[src/logic/sdcard_pkg.sv]
/* Shared definitions for the SD card CMD line model
   Card states, response kinds, command indices, frame width and status bits */
`default_nettype none

package sdcard_pkg;

    // Values match the CURRENT_STATE field of the card status
    typedef enum logic [3:0] {
        IDLE  = 4'd0,
        READY = 4'd1,
        IDENT = 4'd2,
        STBY  = 4'd3
    } card_state_t;

    // R3 replaces the index and CRC7 with all ones
    typedef enum logic [1:0] {
        R1 = 2'd0,
        R3 = 2'd1,
        R6 = 2'd2,
        R7 = 2'd3
    } resp_kind_t;

    localparam logic [5:0] CMD_GO_IDLE      = 6'd0;
    localparam logic [5:0] CMD_SEND_IF_COND = 6'd8;
    localparam logic [5:0] CMD_APP          = 6'd55;
    localparam logic [5:0] CMD_SEND_OP_COND = 6'd41;   // Only after CMD55
    localparam logic [5:0] CMD_SEND_RCA     = 6'd3;

    localparam int FRAME_BITS = 48;                     // Start to stop bit

    // Positions in the 32-bit card status
    localparam int STAT_CRC_BIT     = 23;
    localparam int STAT_ILLEGAL_BIT = 22;
    localparam int STAT_APP_BIT     = 5;

endpackage

`default_nettype wire
[src/logic/sdcard_ifs.sv]
/* Request and response interfaces between the pipeline stages */
`default_nettype none

// Decoded command from the receiver, single-cycle strobe
interface sdcard_req_if;
    logic       req_valid;
    logic [5:0] req_index;
    logic [31:0] req_arg;
    logic       req_crc_err;     // Received CRC7 did not match

    modport rx (
        output req_valid, req_index, req_arg, req_crc_err
    );
    modport ctrl (
        input  req_valid, req_index, req_arg, req_crc_err
    );
endinterface

// Response to serialize, single-cycle strobe
interface sdcard_resp_if;
    logic                   resp_valid;
    sdcard_pkg::resp_kind_t resp_kind;
    logic [5:0]             resp_index;
    logic [31:0]            resp_payload;

    modport ctrl (
        output resp_valid, resp_kind, resp_index, resp_payload
    );
    modport tx (
        input  resp_valid, resp_kind, resp_index, resp_payload
    );
endinterface

`default_nettype wire

[src/logic/sdcard_cmd_top.sv]
/* SD card CMD line model top: receiver, controller and transmitter */
`default_nettype none

module sdcard_cmd_top #(
    parameter int          INIT_CLOCKS = 74,
    parameter logic [31:0] OCR_VALUE   = 32'h00FF_8000,   // 2.7 to 3.6 V window
    parameter int          READY_AFTER = 2,
    parameter logic [15:0] RCA_VALUE   = 16'h1234
) (
    input  wire                      i_clk,
    input  wire                      i_nrst,
    input  wire                      i_cmd,       // Host line, idles high
    output logic                     o_cmd,
    output logic                     o_cmd_oe,
    output logic                     o_busy,
    output sdcard_pkg::card_state_t  o_card_state
);

    logic w_tx_active;

    sdcard_req_if  req_bus ();
    sdcard_resp_if resp_bus ();

    sdcard_cmd_rx #(
        .INIT_CLOCKS (INIT_CLOCKS)
    ) u_rx (
        .i_clk       (i_clk),
        .i_nrst      (i_nrst),
        .i_cmd       (i_cmd),
        .i_tx_active (w_tx_active),
        .o_busy      (o_busy),
        .req         (req_bus.rx)
    );

    sdcard_cmd_ctrl #(
        .OCR_VALUE   (OCR_VALUE),
        .READY_AFTER (READY_AFTER),
        .RCA_VALUE   (RCA_VALUE)
    ) u_ctrl (
        .i_clk        (i_clk),
        .i_nrst       (i_nrst),
        .o_card_state (o_card_state),
        .req          (req_bus.ctrl),
        .resp         (resp_bus.ctrl)
    );

    sdcard_resp_tx u_tx (
        .i_clk       (i_clk),
        .i_nrst      (i_nrst),
        .o_cmd       (o_cmd),
        .o_cmd_oe    (o_cmd_oe),
        .o_tx_active (w_tx_active),
        .resp        (resp_bus.tx)
    );

endmodule

`default_nettype wire

[src/logic/sdcard_resp_tx.sv]
/* Response transmit stage: turnaround gap, frame serializer and CRC7 */
`default_nettype none

module sdcard_resp_tx (
    input  wire        i_clk,
    input  wire        i_nrst,
    output logic       o_cmd,
    output logic       o_cmd_oe,
    output logic       o_tx_active,
    sdcard_resp_if.tx  resp
);

    logic        active;
    logic [5:0]  bit_cnt;       // Bits left, gap included
    logic [49:0] shift;         // Two gap bits then the frame
    logic        is_r3;
    logic        crc_next;
    logic        crc_phase;
    logic [6:0]  crc7;

    // CRC runs over start bit to the last payload bit
    assign crc_next  = active && (bit_cnt <= 6'(sdcard_pkg::FRAME_BITS - 1))
                              && (bit_cnt >= 6'd8);
    assign crc_phase = active && !is_r3 && (bit_cnt <= 6'd7) && (bit_cnt != 6'd0);

    sdcard_crc7 u_crc7 (
        .i_clk   (i_clk),
        .i_nrst  (i_nrst),
        .i_clear (resp.resp_valid),
        .i_next  (crc_next),
        .i_dat   (shift[49]),
        .o_crc7  (crc7)
    );

    always_ff @(posedge i_clk or negedge i_nrst) begin
        if (!i_nrst) begin
            active <= 1'b0;
        end else if (resp.resp_valid) begin
            active <= 1'b1;
        end else if (active && (bit_cnt == 6'd0)) begin
            active <= 1'b0;             // Stop bit done
        end
    end

    always_ff @(posedge i_clk) begin
        if (resp.resp_valid) begin
            bit_cnt <= 6'(sdcard_pkg::FRAME_BITS + 1);
            is_r3   <= (resp.resp_kind == sdcard_pkg::R3);
            // CRC slot and stop bit start as ones
            shift   <= {2'b11, 2'b00,
                        (resp.resp_kind == sdcard_pkg::R3) ? 6'h3F : resp.resp_index,
                        resp.resp_payload, 8'hFF};
        end else if (active) begin
            shift   <= {shift[48:0], 1'b1};
            bit_cnt <= bit_cnt - 1'b1;
        end
    end

    always_comb begin
        if (crc_phase) begin
            o_cmd = crc7[bit_cnt[2:0] - 3'd1];  // MSB first
        end else if (active) begin
            o_cmd = shift[49];
        end else begin
            o_cmd = 1'b1;                       // Idle line level
        end
    end

    assign o_cmd_oe    = active;
    assign o_tx_active = active;

endmodule

`default_nettype wire

[src/logic/sdcard_cmd_ctrl.sv]
/* Command controller: card state, status flags and response decode */
`default_nettype none

module sdcard_cmd_ctrl #(
    parameter logic [31:0] OCR_VALUE   = 32'h00FF_8000,
    parameter int          READY_AFTER = 2,
    parameter logic [15:0] RCA_VALUE   = 16'h1234
) (
    input  wire                      i_clk,
    input  wire                      i_nrst,
    output sdcard_pkg::card_state_t  o_card_state,
    sdcard_req_if.ctrl               req,
    sdcard_resp_if.ctrl              resp
);

    localparam int CNT_W = $clog2(READY_AFTER + 1);

    sdcard_pkg::card_state_t state;
    logic                    app_flag;          // Next command is an ACMD
    logic                    ill_flag;          // Sticky until reported
    logic                    crc_flag;
    logic [CNT_W-1:0]        op_cnt;            // ACMD41 calls seen
    logic                    op_ready;
    logic [31:0]             status;
    logic                    do_resp;
    logic                    bad_cmd;
    sdcard_pkg::resp_kind_t  kind;
    logic [31:0]             payload;

    // This call completes the init sequence
    assign op_ready = (int'(op_cnt) + 1 >= READY_AFTER) || (state == sdcard_pkg::READY);

    always_comb begin
        status = '0;
        status[sdcard_pkg::STAT_CRC_BIT]     = crc_flag;
        status[sdcard_pkg::STAT_ILLEGAL_BIT] = ill_flag;
        status[12:9]                         = state;
        status[sdcard_pkg::STAT_APP_BIT]     = app_flag;
    end

    always_comb begin
        do_resp = 1'b1;
        bad_cmd = 1'b0;
        kind    = sdcard_pkg::R1;
        payload = status;
        case (req.req_index)
            sdcard_pkg::CMD_GO_IDLE: begin
                do_resp = 1'b0;                 // Silent reset
            end
            sdcard_pkg::CMD_SEND_IF_COND: begin
                kind    = sdcard_pkg::R7;
                payload = {20'd0, req.req_arg[11:0]};   // Voltage and check pattern
                bad_cmd = (state != sdcard_pkg::IDLE);
            end
            sdcard_pkg::CMD_APP: begin
                payload[sdcard_pkg::STAT_APP_BIT] = 1'b1;
            end
            sdcard_pkg::CMD_SEND_OP_COND: begin
                kind        = sdcard_pkg::R3;
                payload     = OCR_VALUE;
                payload[31] = op_ready;         // Power-up done
                bad_cmd = !app_flag ||
                          !(state inside {sdcard_pkg::IDLE, sdcard_pkg::READY});
            end
            sdcard_pkg::CMD_SEND_RCA: begin
                kind    = sdcard_pkg::R6;
                payload = {RCA_VALUE, status[23], status[22], status[19], status[12:0]};
                bad_cmd = !(state inside {sdcard_pkg::READY, sdcard_pkg::IDENT,
                                          sdcard_pkg::STBY});
            end
            default: begin
                bad_cmd = 1'b1;
            end
        endcase
    end

    always_ff @(posedge i_clk or negedge i_nrst) begin
        if (!i_nrst) begin
            state           <= sdcard_pkg::IDLE;
            app_flag        <= 1'b0;
            ill_flag        <= 1'b0;
            crc_flag        <= 1'b0;
            op_cnt          <= '0;
            resp.resp_valid <= 1'b0;
        end else begin
            resp.resp_valid <= 1'b0;
            if (req.req_valid) begin
                if (req.req_crc_err) begin
                    crc_flag <= 1'b1;
                end else if (bad_cmd) begin
                    ill_flag <= 1'b1;
                end else begin
                    resp.resp_valid <= do_resp;
                    app_flag        <= (req.req_index == sdcard_pkg::CMD_APP);
                    // R1 and R6 carry the sticky flags
                    if (do_resp && (kind == sdcard_pkg::R1 || kind == sdcard_pkg::R6)) begin
                        ill_flag <= 1'b0;
                        crc_flag <= 1'b0;
                    end
                    case (req.req_index)
                        sdcard_pkg::CMD_GO_IDLE: begin
                            state  <= sdcard_pkg::IDLE;
                            op_cnt <= '0;
                        end
                        sdcard_pkg::CMD_SEND_OP_COND: begin
                            if (op_ready) begin
                                state <= sdcard_pkg::READY;
                            end else begin
                                op_cnt <= op_cnt + 1'b1;
                            end
                        end
                        sdcard_pkg::CMD_SEND_RCA: begin
                            state <= sdcard_pkg::STBY;
                        end
                        default: begin
                            state <= state;
                        end
                    endcase
                end
            end
        end
    end

    always_ff @(posedge i_clk) begin
        if (req.req_valid) begin
            resp.resp_kind    <= kind;
            resp.resp_index   <= req.req_index;
            resp.resp_payload <= payload;
        end
    end

    assign o_card_state = state;

endmodule

`default_nettype wire

[src/logic/sdcard_cmd_rx.sv]
/* Command receive stage: power-up wait, frame deserializer and CRC7 check */
`default_nettype none

module sdcard_cmd_rx #(
    parameter int INIT_CLOCKS = 74
) (
    input  wire        i_clk,
    input  wire        i_nrst,
    input  wire        i_cmd,
    input  wire        i_tx_active,     // Card owns the line
    output logic       o_busy,
    sdcard_req_if.rx   req
);

    typedef enum logic [1:0] {RX_INIT, RX_HUNT, RX_RECV, RX_CHECK} rx_state_t;

    localparam int CNT_W = $clog2(INIT_CLOCKS + 1);

    rx_state_t        state;
    logic [CNT_W-1:0] clk_cnt;
    logic [5:0]       bit_cnt;
    logic [46:0]      shift;            // Direction bit down to stop bit
    logic             cmd_z;            // Line level one cycle back
    logic             start_det;
    logic             crc_clear;
    logic             crc_next;
    logic [6:0]       crc_calc;

    // Falling edge on an idle line, ignored while a response goes out
    assign start_det = (state == RX_HUNT) && !i_tx_active && cmd_z && !i_cmd;

    // Start, direction, index and argument go through the CRC
    assign crc_clear = (state == RX_INIT) || (state == RX_CHECK) ||
                       ((state == RX_HUNT) && !start_det);
    assign crc_next  = start_det || ((state == RX_RECV) && (bit_cnt >= 6'd8));

    sdcard_crc7 u_crc7 (
        .i_clk   (i_clk),
        .i_nrst  (i_nrst),
        .i_clear (crc_clear),
        .i_next  (crc_next),
        .i_dat   (i_cmd),
        .o_crc7  (crc_calc)
    );

    always_ff @(posedge i_clk or negedge i_nrst) begin
        if (!i_nrst) begin
            state         <= RX_INIT;
            clk_cnt       <= '0;
            cmd_z         <= 1'b0;
            req.req_valid <= 1'b0;
        end else begin
            cmd_z         <= i_cmd;
            req.req_valid <= 1'b0;
            case (state)
                RX_INIT: begin
                    clk_cnt <= clk_cnt + 1'b1;
                    if (clk_cnt == CNT_W'(INIT_CLOCKS - 1)) begin
                        state <= RX_HUNT;
                    end
                end
                RX_HUNT: begin
                    if (start_det) begin
                        state <= RX_RECV;
                    end
                end
                RX_RECV: begin
                    if (bit_cnt == '0) begin   // Stop bit sampled
                        state <= RX_CHECK;
                    end
                end
                default: begin
                    // Host-to-card frames with a stop bit only
                    req.req_valid <= shift[46] & shift[0];
                    state         <= RX_HUNT;
                end
            endcase
        end
    end

    always_ff @(posedge i_clk) begin
        if (start_det) begin
            bit_cnt <= 6'(sdcard_pkg::FRAME_BITS - 2);
        end else if (state == RX_RECV) begin
            shift   <= {shift[45:0], i_cmd};
            bit_cnt <= bit_cnt - 1'b1;
        end
        if (state == RX_CHECK) begin
            req.req_index   <= shift[45:40];
            req.req_arg     <= shift[39:8];
            req.req_crc_err <= (crc_calc != shift[7:1]);
        end
    end

    assign o_busy = (state == RX_INIT);

endmodule

`default_nettype wire

[src/logic/sdcard_crc7.sv]
/* Serial CRC7 generator, polynomial x^7 + x^3 + 1 */
`default_nettype none

module sdcard_crc7 (
    input  wire        i_clk,
    input  wire        i_nrst,
    input  wire        i_clear,     // Zero the register
    input  wire        i_next,      // Shift in i_dat
    input  wire        i_dat,
    output logic [6:0] o_crc7
);

    logic [6:0] crc;
    logic       fb;

    assign fb = i_dat ^ crc[6];

    always_ff @(posedge i_clk or negedge i_nrst) begin
        if (!i_nrst) begin
            crc <= '0;
        end else if (i_clear) begin
            crc <= '0;
        end else if (i_next) begin
            // Feedback enters at taps 0 and 3
            crc <= {crc[5:3], crc[2] ^ fb, crc[1:0], fb};
        end
    end

    assign o_crc7 = crc;

endmodule

`default_nettype wire

[config.mk]
export PLATFORM = sky130hd
export DESIGN_NAME = sdcard_cmd_top
export DESIGN_NICKNAME = d
export VERILOG_FILES = /design/src/logic/sdcard_pkg.sv /design/src/logic/sdcard_ifs.sv /design/src/logic/sdcard_cmd_top.sv /design/src/logic/sdcard_resp_tx.sv /design/src/logic/sdcard_cmd_ctrl.sv /design/src/logic/sdcard_cmd_rx.sv /design/src/logic/sdcard_crc7.sv
export SDC_FILE = /design/constraint.sdc
export NUM_CORES = 1
export LEC_CHECK = 0
export ABC_AREA = 1
export BUFFER_PORTS_ARGS = -buffer_cell sky130_fd_sc_hd__buf_2
export CAP_MARGIN = 15
export CORE_MARGIN = 2
export CORE_UTILIZATION = 50
export DETAILED_ROUTE_END_ITERATION = 10
export GPL_TIMING_DRIVEN = 0
export PLACE_DENSITY = 0.78
export REMOVE_ABC_BUFFERS = 1
export SLEW_MARGIN = 15
export SYNTH_ARGS = -nofsm -noshare
export SYNTH_HDL_FRONTEND = slang
export SYNTH_SLANG_ARGS = --single-unit
[constraint.sdc]
create_clock -name i_clk -period 2.96 [get_ports i_clk]
set_clock_uncertainty 0.1 [all_clocks]
set_input_delay 0.148 -clock i_clk [delete_from_list [all_inputs] [get_ports i_clk]]
set_output_delay 0.148 -clock i_clk [all_outputs]
set_load 0.01 [all_outputs]
Word level (Yosys, flattened, before mapping) --
Index checks and enable logic that the tools add are counted. Widths: inputs -> output; s select.
Word-level totals: bits in registers 197, bits in latches 0, bits in writable memories 0, memory bits (read-only) 0, input port bits 3, output and inout port bits 7, logic and storage cells 152, memories kept 0
Cells by class: add/sub/neg operators 6, $mul 0, div/mod/pow operators 0, $lt $le $gt $ge 6, eq/ne operators 20, shift operators 0, multiplexer cells 34, bitwise gates (word level) 8, reductions and logical operators 52
Operator list (count):
- $mux 46 | 2
- $pmux 26 s3 | 1
- $ge 32x3->1 const B | 1
- $mux 7 | 4
- $logic_not 6->1 | 3
- $reduce_bool 2->1 | 8
- $mux 1 | 14
- $eq 6x6->1 const B | 2
- $ge 6x4->1 const B | 2
- $logic_and 1x1->1 | 12
- $pmux 2 s3 | 2
- $pmux 4 s3 | 1
- $reduce_and 3->1 | 4
- $sub 6x1->6 const B | 2
- $reduce_and 5->1 | 2
- $eq 4x2->1 const B | 2
- $mux 2 | 4
- $add 7x1->7 const B | 1
- $eq 7x7->1 const B | 1
- $logic_not 1->1 | 7
- $ne 7x7->1 | 1
- $eq 2x2->1 const B | 3
- $eq 6x2->1 const B | 1
- $eq 6x4->1 const B | 1
- other kinds (28) | 45

Logic depth before layout (Yosys ltp) --
word-level depth 8, depth in mapped cells 10, mapped depth without buffers 10

Modules after synthesis --
Synthesis repeated with hierarchy kept, for this count alone.
Unflattened totals: cell total of the unflattened synthesis 687, area total of the unflattened synthesis 8127.8 µm²
By module, submodules not included:
- sdcard_cmd_rx | times used 1, cells an instance 203, area an instance 3555.9 µm², sequential area each 2977.9 µm²
- sdcard_resp_tx | times used 1, cells an instance 244, area an instance 2218.4 µm², sequential area each 1396.3 µm²
- sdcard_cmd_ctrl | times used 1, cells an instance 168, area an instance 1727.9 µm², sequential area each 1041.0 µm²
- sdcard_crc7 | times used 2, cells an instance 36, area an instance 312.8 µm², sequential area each 175.2 µm²

Worst setup path before layout --
OpenSTA, ideal clock, no wires.
kind register to register, start register u_rx.state[0], end register u_rx.bit_cnt[5], library setup time 0.132 ns, data arrival time 2.588 ns, required time 2.728 ns, slack 0.140 ns, stages on the path, launching flop included 10, buffers on the path 0, period minus slack after synthesis 2.820 ns, cells stage by stage dfrtp_1 > inv_1 > ha_1 > inv_1 > nor2_1 > nand2_1 > nor2_1 > inv_1 > o21ai_0 > o211ai_1
On the way: cells in the longest elaborated chain, start to end 4, elaborated cells between the ends (all ways) 5, classes of those cells eq/ne: 2; reduce/logical: 3
RTL lines:
- start, declared | line sdcard_cmd_rx.sv:19 | rx_state_t state;
- start signal, assigned | line sdcard_cmd_rx.sv:48 | state <= RX_INIT;
- start signal, assigned | line sdcard_cmd_rx.sv:59 | state <= RX_HUNT;
- start signal, assigned | line sdcard_cmd_rx.sv:64 | state <= RX_RECV;
- $eq 2x1->1 | line sdcard_cmd_rx.sv:30 | assign start_det = (state == RX_HUNT) && !i_tx_active && cmd_z && !i_cmd;
- $logic_and 1x1->1 (3 in a row) | line sdcard_cmd_rx.sv:30
- end signal, assigned | line sdcard_cmd_rx.sv:83 | bit_cnt <= 6'(sdcard_pkg::FRAME_BITS - 2);
- end signal, assigned | line sdcard_cmd_rx.sv:86 | bit_cnt <= bit_cnt - 1'b1;
- end, declared | line sdcard_cmd_rx.sv:21 | logic [5:0] bit_cnt;
Several ways; a longest one is shown, not always the timed one. A chain may end at the register's enable or synchronous reset.

Worst setup path after layout --
start register u_ctrl.resp.resp_valid, end register u_tx.shift[14], enable pin
On the way: cells in the longest elaborated chain, start to end 1
RTL lines:
- start, declared | line sdcard_ifs.sv:27 | output resp_valid, resp_kind, resp_index, resp_payload
- start signal, assigned | line sdcard_cmd_ctrl.sv:93 | resp.resp_valid <= do_resp;
- $reduce_bool 2->1 (no source line)
- end signal, assigned | line sdcard_resp_tx.sv:50 | shift <= {2'b11, 2'b00,
- end signal, assigned | line sdcard_resp_tx.sv:54 | shift <= {shift[48:0], 1'b1};
- end, declared | line sdcard_resp_tx.sv:15 | logic [49:0] shift;
Every way passes these cells.

==> impl_metrics.py <==
metrics = {
    "place": {
        "place.gp.congestion": 0.856,
        "hpwl_um": 7380,
        "place_inst": 785,
        "io_buffers": 7,
        "dpl_cell_area_um2": 7450,
    },
    "floorplan": {
        "dieArea_um2": 15400,
        "fp.dieH_um": 124,
        "pin_count": 10,
        "initial_core_util_pct": 51.6,
        "die_w_um": 124,
        "fp.coreArea_um2": 14000,
        "rows": 43,
    },
    "routing": {
        "dr_total_vias": 4260,
        "wl_per_cell_um": 14.5,
        "wirelength_um": 11900,
        "drtPass1Iterations": 5,
        "drtIter0Drc": 285,
        "drc": 0,
        "via_per_inst": 5.20,
        "drtAntennaViolNets": 0,
    },
    "final_layout": {
        "drive_gt1_share_pct": 10.3,
        "fin_cells": 820,
        "syn_to_final_growth_pct": 12.8,
        "postLayoutCellArea_um2": 8140,
        "num_antenna_cells": 0,
        "nNetsFinal": 641,
    },
    "worst_setup_path": {
        "critical_path.max_stage_delay_ns": 0.84,
        "reg2reg_depth": 3,
        "worstReg2RegStart": "u_ctrl.resp.resp_valid",
        "crit-reg2reg-capture": "u_tx.shift[14]",
        "worstPathCellList": "clkinvlp_4, nand2_2, buf_12",
        "critPathMaxFanout": 39,
        "required_ns": 2.98,
        "cp_slowest_cell": "dfrtp_2",
        "reg2reg_slack_ns": 0.48,
        "cp.arrival_ns": 2.50,
        "cp-end-kind": "flop",
        "worst-setup-path-type": "flop to flop",
        "startpoint_type": "flop",
    },
    "yosys": {
        "synth_top_family_by_area": "simple AND/OR/NAND/NOR gates",
        "syn-instance-count": 609,
        "yosysUniqueCellTypes": 38,
        "synth_compound_area_share_pct": 4.91,
        "syn_area_um2": 7210,
        "synthXorXnorAreaFrac_pct": 1.94,
        "synthSimpleGateAreaFrac_pct": 14.8,
        "synthMuxAreaShare_pct": 0,
        "synth-async-reset-ratio_pct": 18.6,
        "synth-edff-count": 133,
        "post_synth.cell_area_avg_um2": 11.8,
        "yosysWarnings": 0,
        "ys_seq_area_share_pct": 71.6,
        "yosys_register_bits": 183,
        "synthFlopType": "edfxtp_1",
        "synth_adder_area_share_pct": 1.91,
    },
    "timing": {
        "post-route-period-util_pct": 83.7,
        "max_freq_ghz": 0.404,
        "hold_viol": 0,
        "drv_slew": 0,
        "tightest_slew_ns": 0.883,
        "post-route-min-period_ns": 2.48,
        "max-slew-margin-rel_pct": 41.1,
        "rsz0062_at_grt": "false",
        "setup_viol": 0,
    },
    "global_routing": {
        "track_usage_pct": 16.8,
        "antenna_found_initial": 0,
        "grt_start_max_net_pins": 40,
        "grt_pass1_wl_um": 19400,
        "grt_pass1_vias": 4083,
        "grt-ovfl-total": 0,
    },
    "status": {
        "status": "complete, no violations",
    },
    "pwr": {
        "ir_worst_vdd_uv": 565,
        "comb_power_share_pct": 12.8,
        "p_leak_nw": 3.31,
        "switching_share_pct": 26.7,
        "p_sw_mw": 1.85,
        "internal-power_mw": 5.09,
        "power_frac_seq_pct": 51.8,
        "clkPwrFrac_pct": 35.5,
        "power.density_nw_per_um2": 853,
    },
    "cts": {
        "cts_tree": "built",
        "clockRootBuffer": "clkbuf_16",
        "clkTransAtPathRegs_ns": 0.07,
        "cts_sinks": 183,
        "post_cts_buffers": 0,
        "ctsHtreeMaxLevel": 4,
        "clock_latency_ns": 0.43,
        "clock_path_buffers": 2,
        "cts_buffers": 17,
    },
    "run": {
        "maxCapViolCount": 0,
    },
    "hold_path": {
        "holdCritPathClass": "primary input to asynchronous set/reset pin",
    },
}
synthesized netlist by cell type, drive strengths merged, types with 3 or more instances:
cell	instances	share of area, %
xor2	10	1.2
nor3	3	0.21
nor2	61	3.6
buf	12	0.90
nand4	6	0.52
dfxtp	16	4.4
nand3	29	2.4
dfrtp	34	12
o211ai	3	0.31
nand2	142	7.4
xnor2	6	0.73
o22ai	6	0.52
edfxtp	133	55
a21oi	16	1.1
ha	11	1.9
o21ai	33	2.3
inv	72	3.7
cells by family after synthesis:
| logic type | Yosys count |
|---|---|
| buf+inv | 87 |
| xor+xnor | 16 |
| fa+ha+maj | 11 |
| flops | 183 |
| compound gates | 64 |
| simple gates | 247 |
| other cells | 1 |
area by class of cell:
class	count	area, µm²
Tap cell	180	225
Multi-Input combinational cell	340	1710
Fill cell	1082	5850
Timing Repair Buffer	11	95.1
Timing Repair inverter	1	5.00
Clock inverter	13	204
Sequential cell	183	5170
Inverter	73	278
Clock buffer	19	453
state kept, by name (all words and copies together) (netlist names), 2 cells and up:
signal / count
u_tx.shift: 42
u_rx.clk_cnt: 7
u_rx.state: 2
u_ctrl.resp.resp_payload: 20
u_tx.u_crc7.o_crc7: 7
u_ctrl.o_card_state: 2
u_rx.shift: 47
u_tx.bit_cnt: 6
u_rx.bit_cnt: 6
u_ctrl.resp.resp_index: 6
u_ctrl.resp.resp_kind: 2
u_rx.req.req_arg: 12
u_rx.u_crc7.o_crc7: 7
u_rx.req.req_index: 6
u_ctrl.op_cnt: 2
cell usage in the layout, fill, tap and decap left out, types with 2 or more instances in the layout:
master	netlist	routed
nand2_1	141	140
edfxtp_1	133	133
inv_1	69	68
nor2_1	55	55
dfrtp_1	34	32
o21ai_0	24	24
nand3_1	23	23
clkbuf_16	0	17
a21oi_1	16	16
dfxtp_1	16	16
xor2_1	10	10
ha_1	11	10
o21ai_1	9	9
buf_2	7	7
o22ai_1	6	6
xnor2_1	6	6
nand4_1	6	6
nand3_2	6	6
inv_6	0	6
nor2_2	4	4
bufinv_16	0	4
nor3_1	3	3
inv_2	3	3
o211ai_1	3	3
o31ai_1	2	2
o22a_1	2	2
nand2_2	1	2
or2_2	2	2
conb_1	1	2
clkbuf_8	0	2
inv_8	0	2
dlygate4sd3_1	0	2
buf_12	0	2
dfrtp_2	0	2
through the flow:
step                      power [mW]  util (%)  setup WS (ns)  hold slack [ns]  setup TNS [ns]
final                           6.94      58.2          0.484            0.224               0
after global routing            7.26      58.2          0.311            0.328               0
after CTS                       6.98      58.2          0.459            0.258               0
after detailed placement        4.52      53.3         -0.309            0.177          -11.62
after global placement          4.43      52.9          -1.08            0.154          -47.92
after floorplan                 4.23         -        -0.0675           -0.248           -2.56
repair_timing:
item                                    in CTS  in global routing
resized for setup                            2                  0
endpoints found under the setup margin      47                  0
hold endpoints to repair                    36                  0
hold buffers                                 2                  0
per-layer routing:
layer  up-vias  share of wire (%)  GRT usage (%)
li1       2073                  -              -
met1      2060                 43           21.1
met2       106                 51           27.3
met4         0                1.6           6.60
met3        21                4.7           5.63
met5         -                  0              0
power groups by stage:
stage	sequential (mW)	combinational [mW]	clock (mW)
after floorplan	3.55	0.674	0
after global placement	3.62	0.809	0
after detailed placement	3.64	0.883	0
after CTS	3.59	0.895	2.49
after global routing	3.64	1.02	2.60
final	3.59	0.886	2.46
worst max path at each step:
stage / startpoint / to
after global routing: u_ctrl.resp.resp_valid / u_tx.shift[23]
after floorplan: u_ctrl.resp.resp_valid / u_tx.shift[10]
final: u_ctrl.resp.resp_valid / u_tx.shift[14]
after global placement: u_ctrl.resp.resp_valid / u_tx.shift[8]
after detailed placement: u_ctrl.resp.resp_valid / u_tx.shift[10]
after CTS: u_ctrl.resp.resp_valid / u_tx.shift[11]
critical path, delay by kind of cell (launching register included):
| kind | cells | cell delay [ns] |
|---|---|---|
| buffers and inverters | 2 | 0.87 |
| and+or+nand+nor | 1 | 0.33 |
| DFF | 1 | 0.84 |
(Power assumes the default switching activity.)
